## config.mk

```make
export PLATFORM = sky130hd
export DESIGN_NAME = dot_product_top
export DESIGN_NICKNAME = d
export VERILOG_FILES = /design/src/logic/dot_types_pkg.sv /design/src/logic/dot_ctrl_pkg.sv /design/src/logic/element_if.sv /design/src/logic/vector_intake.sv /design/src/logic/dot_accumulator.sv /design/src/logic/result_stage.sv /design/src/logic/dot_product_top.sv
export SDC_FILE = /design/constraint.sdc
export NUM_CORES = 1
export LEC_CHECK = 0
export ABC_AREA = 1
export BUFFER_PORTS_ARGS = -buffer_cell sky130_fd_sc_hd__buf_2
export CAP_MARGIN = 5
export CORE_UTILIZATION = 62
export CTS_BUF_LIST = sky130_fd_sc_hd__clkbuf_16
export DETAILED_ROUTE_END_ITERATION = 6
export PLACE_DENSITY = 0.8
export SLEW_MARGIN = 20
export SYNTH_ARGS = -nofsm -noshare
export SYNTH_HDL_FRONTEND = slang
export SYNTH_SLANG_ARGS = --single-unit
```

## constraint.sdc

```tcl
create_clock -name CLK -period 15.4 [get_ports CLK]
set_input_delay 0.77 -clock CLK [delete_from_list [all_inputs] [get_ports CLK]]
set_output_delay 0.77 -clock CLK [all_outputs]
set_load 0.02 [all_outputs]
```

## src/logic/dot_types_pkg.sv

```systemverilog
package dot_types_pkg;

  //////////////////////////////
  // Widths
  //////////////////////////////

  // One vector element and the running sum
  localparam int DATA_W = 16;

  // Vector length and element count
  localparam int LEN_W = 8;

  //////////////////////////////
  // Types
  //////////////////////////////

  // Element and truncated sum
  typedef logic [DATA_W-1:0] data_word_t;

  // Full multiplier result before truncation
  typedef logic [2*DATA_W-1:0] product_t;

  // Legal range 1 to 255
  typedef logic [LEN_W-1:0] length_t;

endpackage

```

## src/logic/dot_ctrl_pkg.sv

```systemverilog
package dot_ctrl_pkg;

  //////////////////////////////
  // Sequencing states
  //////////////////////////////

  // Intake side
  // IDLE waits for START, COLLECT pairs elements, DRAIN waits for the result
  typedef enum logic [1:0] {
    IDLE,
    COLLECT,
    DRAIN
  } intake_state_t;

  // Result side
  typedef enum logic {
    WAIT_SUM,
    REPORT
  } result_state_t;

endpackage

```

## src/logic/element_if.sv

```systemverilog
interface element_if;
  import dot_types_pkg::*;

  // Pair strobe, one cycle per element pair
  logic       valid;
  // Element 0 of the vector
  logic       first;
  // Element LENGTH-1 of the vector
  logic       last;
  // Operands
  data_word_t a;
  data_word_t b;

  // Intake side
  modport source (
    output valid,
    output first,
    output last,
    output a,
    output b
  );

  // Accumulator side, always accepts
  modport sink (
    input valid,
    input first,
    input last,
    input a,
    input b
  );

endinterface

```

## src/logic/vector_intake.sv

```systemverilog
module vector_intake (
  input  logic                      CLK,
  input  logic                      RST,
  input  logic                      START,
  input  dot_types_pkg::length_t    LENGTH_IN,
  input  logic                      DATA_A_IN_ENABLE,
  input  logic                      DATA_B_IN_ENABLE,
  input  dot_types_pkg::data_word_t DATA_A_IN,
  input  dot_types_pkg::data_word_t DATA_B_IN,
  input  logic                      done,
  output logic                      READY,
  element_if.source                 elem
);
  import dot_types_pkg::*;
  import dot_ctrl_pkg::*;

  //////////////////////////////
  // Signals
  //////////////////////////////

  intake_state_t state;
  // Set on the first clock after reset
  logic          live;
  length_t       len_q;
  length_t       count;

  // Holding registers for the early stream
  logic          a_held;
  logic          b_held;
  data_word_t    a_hold;
  data_word_t    b_hold;

  logic          accept;
  logic          a_en;
  logic          b_en;
  logic          pair;
  logic          last_pair;

  //////////////////////////////
  // Decode
  //////////////////////////////

  // Enables only count while collecting
  assign a_en = (state == COLLECT) && DATA_A_IN_ENABLE;
  assign b_en = (state == COLLECT) && DATA_B_IN_ENABLE;

  // Pair complete at the later of the two enables
  assign pair      = (a_held || a_en) && (b_held || b_en);
  assign last_pair = pair && (count == len_q - length_t'(1));

  // Ready again in the cycle the result is reported
  assign READY  = ((state == IDLE) && live) || ((state == DRAIN) && done);
  assign accept = START && READY;

  // Intake FSM and element counter
  always_ff @(posedge CLK or posedge RST) begin
    if (RST) begin
      state <= IDLE;
      live  <= 1'b0;
      len_q <= '0;
      count <= '0;
    end else begin
      live <= 1'b1;
      if (accept) begin
        state <= COLLECT;
        len_q <= LENGTH_IN;
        count <= '0;
      end else begin
        case (state)
          COLLECT: begin
            if (pair) begin
              count <= count + length_t'(1);
            end
            // Last pair out, wait for the sum
            if (last_pair) begin
              state <= DRAIN;
            end
          end
          DRAIN: begin
            if (done) begin
              state <= IDLE;
            end
          end
          IDLE: begin
            state <= IDLE;
          end
          default: begin
            state <= IDLE;
          end
        endcase
      end
    end
  end

  // Pair tags and held flags
  always_ff @(posedge CLK or posedge RST) begin
    if (RST) begin
      elem.valid <= 1'b0;
      elem.first <= 1'b0;
      elem.last  <= 1'b0;
      a_held     <= 1'b0;
      b_held     <= 1'b0;
    end else begin
      elem.valid <= pair;
      elem.first <= pair && (count == '0);
      elem.last  <= last_pair;
      // An element arriving with the pair it completes stays held
      a_held <= pair ? (a_held && a_en) : (a_held || a_en);
      b_held <= pair ? (b_held && b_en) : (b_held || b_en);
    end
  end

  // Operand data
  always_ff @(posedge CLK) begin
    if (pair) begin
      elem.a <= a_held ? a_hold : DATA_A_IN;
      elem.b <= b_held ? b_hold : DATA_B_IN;
    end
    if (a_en && (a_held || !pair)) begin
      a_hold <= DATA_A_IN;
    end
    if (b_en && (b_held || !pair)) begin
      b_hold <= DATA_B_IN;
    end
  end

  //////////////////////////////
  // Protocol checks
  //////////////////////////////

  // Zero length is not supported
  assert property (@(posedge CLK) disable iff (RST) accept |-> (LENGTH_IN != '0))
    else $error("vector_intake: START with zero length");

  // A stream one element ahead may not advance again alone
  assert property (@(posedge CLK) disable iff (RST)
    (a_held && DATA_A_IN_ENABLE) |-> DATA_B_IN_ENABLE)
    else $error("vector_intake: A stream two elements ahead");

  assert property (@(posedge CLK) disable iff (RST)
    (b_held && DATA_B_IN_ENABLE) |-> DATA_A_IN_ENABLE)
    else $error("vector_intake: B stream two elements ahead");

  // Elements only between START and the last pair
  assert property (@(posedge CLK) disable iff (RST)
    (state != COLLECT) |-> !(DATA_A_IN_ENABLE || DATA_B_IN_ENABLE))
    else $error("vector_intake: element enable outside a vector");

endmodule

```

## src/logic/dot_accumulator.sv

```systemverilog
module dot_accumulator #(
  parameter int MULT_STAGES = 2
) (
  input  logic                      CLK,
  input  logic                      RST,
  element_if.sink                   elem,
  output logic                      sum_valid,
  output dot_types_pkg::data_word_t sum,
  output logic                      sum_overflow
);
  import dot_types_pkg::*;

  //////////////////////////////
  // Signals
  //////////////////////////////

  // Multiplier pipeline, payload and tags
  product_t               pipe_prod [MULT_STAGES];
  logic [MULT_STAGES-1:0] pipe_valid;
  logic [MULT_STAGES-1:0] pipe_first;
  logic [MULT_STAGES-1:0] pipe_last;

  // Pipeline tail
  product_t               tail_prod;
  data_word_t             tail_lo;
  logic                   tail_wide;
  logic                   tail_valid;
  logic                   tail_first;
  logic                   tail_last;

  // Running sum with carry out
  data_word_t             acc;
  logic [DATA_W:0]        add_res;
  logic                   ovf;
  logic                   last_added;

  // Vector open at the tail, for the tag check
  logic                   open_q;

  //////////////////////////////
  // Multiply
  //////////////////////////////

  // Tags shift alongside the products
  always_ff @(posedge CLK or posedge RST) begin
    if (RST) begin
      pipe_valid <= '0;
      pipe_first <= '0;
      pipe_last  <= '0;
    end else begin
      pipe_valid[0] <= elem.valid;
      pipe_first[0] <= elem.first;
      pipe_last[0]  <= elem.last;
      for (int i = 1; i < MULT_STAGES; i++) begin
        pipe_valid[i] <= pipe_valid[i-1];
        pipe_first[i] <= pipe_first[i-1];
        pipe_last[i]  <= pipe_last[i-1];
      end
    end
  end

  // Full-width product
  always_ff @(posedge CLK) begin
    pipe_prod[0] <= product_t'(elem.a) * product_t'(elem.b);
    for (int i = 1; i < MULT_STAGES; i++) begin
      pipe_prod[i] <= pipe_prod[i-1];
    end
  end

  assign tail_prod  = pipe_prod[MULT_STAGES-1];
  assign tail_valid = pipe_valid[MULT_STAGES-1];
  assign tail_first = pipe_first[MULT_STAGES-1];
  assign tail_last  = pipe_last[MULT_STAGES-1];

  //////////////////////////////
  // Accumulate
  //////////////////////////////

  // Truncated product and lost upper half
  assign tail_lo   = tail_prod[DATA_W-1:0];
  assign tail_wide = |tail_prod[2*DATA_W-1:DATA_W];
  assign add_res   = {1'b0, acc} + {1'b0, tail_lo};

  // Sum restarts on the first product
  always_ff @(posedge CLK) begin
    if (tail_valid) begin
      acc <= tail_first ? tail_lo : add_res[DATA_W-1:0];
    end
  end

  // Sticky overflow and the done strobe
  always_ff @(posedge CLK or posedge RST) begin
    if (RST) begin
      ovf        <= 1'b0;
      last_added <= 1'b0;
      sum_valid  <= 1'b0;
      open_q     <= 1'b0;
    end else begin
      last_added <= tail_valid && tail_last;
      // One cycle after the last add
      sum_valid  <= last_added;
      if (tail_valid) begin
        ovf    <= tail_first ? tail_wide : (ovf || tail_wide || add_res[DATA_W]);
        open_q <= !tail_last;
      end
    end
  end

  assign sum          = acc;
  assign sum_overflow = ovf;

  // Each vector closes before the next one opens
  assert property (@(posedge CLK) disable iff (RST)
    (tail_valid && tail_first) |-> !open_q)
    else $error("dot_accumulator: first element without a preceding last");

endmodule

```

## src/logic/result_stage.sv

```systemverilog
module result_stage (
  input  logic                      CLK,
  input  logic                      RST,
  input  logic                      sum_valid,
  input  dot_types_pkg::data_word_t sum,
  input  logic                      sum_overflow,
  output dot_types_pkg::data_word_t DATA_OUT,
  output logic                      OVERFLOW,
  output logic                      DATA_OUT_ENABLE,
  output logic                      done
);
  import dot_ctrl_pkg::*;

  //////////////////////////////
  // Result FSM
  //////////////////////////////

  result_state_t state;

  // Outputs hold until the next sum
  always_ff @(posedge CLK or posedge RST) begin
    if (RST) begin
      state    <= WAIT_SUM;
      DATA_OUT <= '0;
      OVERFLOW <= 1'b0;
    end else begin
      case (state)
        WAIT_SUM: begin
          if (sum_valid) begin
            DATA_OUT <= sum;
            OVERFLOW <= sum_overflow;
            state    <= REPORT;
          end
        end
        // Single report cycle
        REPORT: begin
          state <= WAIT_SUM;
        end
        default: begin
          state <= WAIT_SUM;
        end
      endcase
    end
  end

  // Report and completion go together
  assign DATA_OUT_ENABLE = (state == REPORT);
  assign done            = (state == REPORT);

  // A sum arriving in the report cycle would be dropped
  assert property (@(posedge CLK) disable iff (RST) DATA_OUT_ENABLE |-> !sum_valid)
    else $error("result_stage: sum arrived during the report cycle");

endmodule

```

## src/logic/dot_product_top.sv

```systemverilog
module dot_product_top #(
  parameter int MULT_STAGES = 2
) (
  input  logic                      CLK,
  input  logic                      RST,
  input  logic                      START,
  input  dot_types_pkg::length_t    LENGTH_IN,
  input  logic                      DATA_A_IN_ENABLE,
  input  logic                      DATA_B_IN_ENABLE,
  input  dot_types_pkg::data_word_t DATA_A_IN,
  input  dot_types_pkg::data_word_t DATA_B_IN,
  output logic                      READY,
  output logic                      DATA_OUT_ENABLE,
  output dot_types_pkg::data_word_t DATA_OUT,
  output logic                      OVERFLOW
);
  import dot_types_pkg::*;

  //////////////////////////////
  // Stage links
  //////////////////////////////

  // Decoded element pairs
  element_if  elem_bus ();

  // Accumulator to result
  logic       sum_valid;
  data_word_t sum;
  logic       sum_overflow;

  // Result back to intake
  logic       done;

  //////////////////////////////
  // Stages
  //////////////////////////////

  // Decode
  vector_intake intake_i (
    .CLK              (CLK),
    .RST              (RST),
    .START            (START),
    .LENGTH_IN        (LENGTH_IN),
    .DATA_A_IN_ENABLE (DATA_A_IN_ENABLE),
    .DATA_B_IN_ENABLE (DATA_B_IN_ENABLE),
    .DATA_A_IN        (DATA_A_IN),
    .DATA_B_IN        (DATA_B_IN),
    .done             (done),
    .READY            (READY),
    .elem             (elem_bus)
  );

  // Multiply and accumulate
  dot_accumulator #(
    .MULT_STAGES (MULT_STAGES)
  ) accumulator_i (
    .CLK          (CLK),
    .RST          (RST),
    .elem         (elem_bus),
    .sum_valid    (sum_valid),
    .sum          (sum),
    .sum_overflow (sum_overflow)
  );

  // Report
  result_stage result_i (
    .CLK             (CLK),
    .RST             (RST),
    .sum_valid       (sum_valid),
    .sum             (sum),
    .sum_overflow    (sum_overflow),
    .DATA_OUT        (DATA_OUT),
    .OVERFLOW        (OVERFLOW),
    .DATA_OUT_ENABLE (DATA_OUT_ENABLE),
    .done            (done)
  );

endmodule

```

==> reports/results.ini <==
[global_routing]
grt_remaining_overflow=0
first_global_vias=13077
antenna_found_initial=0
globalRouteTotalUtil_pct=29.5
grt_pass1_wl_mm=61.8
grt_start_max_net_pins=52

[floorplanning]
die_h_um=165
die_area_mm2=0.0274
ios=64
rows=59
start_util_pct=63.4
coreArea_mm2=0.0261
die_w_um=165

[synthesis]
yosys.area_share.simple_pct=19.9
synth_async_sr_flop_share_pct=26.2
synth_flop_cell=edfxtp_1
synth.most_common_cell=nand2_1
synth_enable_flop_cells=80
netlist_top_cells_area=fa_1 24%, edfxtp_1 15%, nand2_1 14%
syn_inst=1986
yosysWarnings=0
synth-xor-area-share_pct=1.64
yosysTopAreaCellShare_pct=23.6
syn_area_mm2=0.0166
syn_nets=2349
syn_area_per_cell_um2=8.34
synth_top_family_by_area=adder cells
synth_compound_area_share_pct=3.80
synth_fa_ha_area_share_pct=32.9
ys_ff_latch=195
synth_mux_area_share_pct=0
netlist_top_cells_count=630 x nand2_1, 432 x inv_1, 195 x fa_1
seq_area_frac_synth_pct=29.9
synth.largest_area_cell=fa_1
synthDistinctLibCells=43

[timing]
maxSlewViolCount=0
hold_viol=0
rsz0062_at_grt=false
finalSetupTns_ns=0
tightest_slew_ns=0.919
fmax_mhz=167
finClkSkew_ns=0.0197
setup_viol=0
finalCritPeriodShare_pct=39.0
fin_crit_ns=6.00
slew_headroom_pct=38.7

[critical_path]
start_kind=flip-flop
worstPathRequired_ns=15.72
crit_fanout=16
critPathMaxStageDelay_ns=0.83
arrival_ns=6.32
crit_buf_inv=5
worstPathCellList=nand2_1, fa_1, inv_1, fa_1, inv_1, fa_1, inv_1, fa_1, fa_1, inv_1, fa_1, inv_1, ha_1, nand2_1, nor2_1, nand2_1, o21ai_1, nand2_1, nand3_1, nand2_1
crit_family=adder cells
reg2reg_slack_ns=9.40
critPathMostFrequentCell=fa_1
critPathKind=flip-flop to flip-flop
slowest_stage=edfxtp_1
critPathCaptureType=flip-flop

[place]
gp_congestion=0.907
io_buffers=63
place_area_mm2=0.0170
dp_hpwl_mm=29.1

[power]
powerDensity_mw_per_mm2=57.2
p_total_mw=1.01
peakVddDrop_mv=0.0661
p_leak_nw=9.83

[layout]
areaGrowthSynthToFinish_pct=6.27
drive_gt1_share_pct=6.28
diodes=0
final_nets=2356
fin_area_mm2=0.0176
final_core_util_pct=67.4

[clocking]
cts-root-buf=clkbuf_16
cts.sinks=195
path_clk_slew_ns=0.08
numCtsBuffers=17
cts_tree=done
insertion_delay_ns=0.44
cts_setup_buffers=0
hold_buffers=0
htreeDepth=4
cts-resized-gates=0
ctsLongestPathBuffers=2

[detailed_routing]
avgRoutedWirePerCell_um=15.8
vias=12384
via_per_inst=5.29
wl_mm=36.9
first_iter_violations=901
ant_nets=0
drc_errors=4
firstDrtPassIters=7

[status]
status=complete, but fails checks
violations=design-rule violations

[min_path]
hold_class=flip-flop to flip-flop

[job]
drv_cap=0

-- layout by cell type (no fill, tap or decap), types with 17 or more instances in the layout --
| cell | n |
|---|---|
| fa_1 | 195 |
| clkbuf_16 | 17 |
| nand3_1 | 54 |
| buf_2 | 63 |
| xor2_1 | 22 |
| inv_1 | 432 |
| nor2_1 | 71 |
| edfxtp_1 | 80 |
| o21ai_0 | 37 |
| a21oi_1 | 56 |
| dfxtp_1 | 64 |
| dfrtp_1 | 51 |
| nand2_1 | 630 |
| ha_1 | 123 |
-- through the flow --
stage,cells,setup WS (ns),hold WS [ns]
4_1_cts,2341,9.44,0.317
3_3_place_gp,2309,9.44,0.311
6_report,2341,9.40,0.323
2_1_floorplan,1986,10.19,0.310
3_5_place_dp,2309,9.46,0.312
5_1_grt,2341,9.16,0.326
-- report_power, final --
group	total (mW)	leakage (nW)	internal [mW]	switching, mW
combinational	0.0133	7.62	0.00555	0.00777
clock	0.456	0.290	0.231	0.226
sequential	0.538	1.92	0.538	0.0000292
total	1.01	9.83	0.774	0.233
-- worst reg2reg max path, delay by kind of cell (launching register included) --
| family | cells | cell delay [ns] |
|---|---|---|
| buf+inv | 5 | 0.25 |
| simple gates | 7 | 1.05 |
| flops | 1 | 0.83 |
| fa+ha+maj | 7 | 3.45 |
| compound gates | 1 | 0.30 |
-- metal layers --
layer,global-route usage [%],part of all wire [%],up-vias
li1,-,-,5936
met1,37.0,42,5960
met2,51.5,50,392
met3,3.57,4.8,96
met4,12.1,3.6,0
met5,0,0,-
-- cells by family after synthesis --
group,after synthesis
adders and majority gates,318
and+or+nand+nor,811
AOI/OAI and AO/OA,114
DFF,195
other,1
buffers and inverters,516
xor gates and xnor gates,31
-- layout make-up --
type                    count  area (um^2)
clock buffers              17          425
well taps                 335          419
flip-flops and latches    195         4960
clock inverters            15          165
fillers                  2174         8530
repair buffers             67          345
inverters                 437         1640
multi-input cells        1275         9650
-- registers in the layout, indices dropped and copies added (netlist names), 2 cells and up --
name and cells:
intake_i.b_hold 16, intake_i.state 2, accumulator_i.pipe_last 2, accumulator_i.pipe_valid 2, accumulator_i.pipe_first 2, intake_i.elem.a 16, intake_i.elem.b 16, intake_i.count 8
accumulator_i.sum 16, intake_i.len_q 8, result_i.DATA_OUT 16, accumulator_i.pipe_prod 64, intake_i.a_hold 16
-- path summary, 6_finish.rpt --
path,start,endpoint,cells after the start
worst max register to register,intake_i.elem.a[7]$_DFFE_PP_,accumulator_i.pipe_prod[0][25]$_DFF_P_,20
max in group asynchronous,RST,intake_i.live$_DFF_PP0_,2
worst max-delay path,intake_i.elem.a[7]$_DFFE_PP_,accumulator_i.pipe_prod[0][25]$_DFF_P_,20
min in group asynchronous,RST,accumulator_i.pipe_last[0]$_DFF_PP0_,2
worst min-delay path,accumulator_i.pipe_prod[0][28]$_DFF_P_,accumulator_i.pipe_prod[0][60]$_DFF_P_,0
worst min register to register,accumulator_i.pipe_prod[0][28]$_DFF_P_,accumulator_i.pipe_prod[0][60]$_DFF_P_,0
Power figures use the tool's default switching activity.
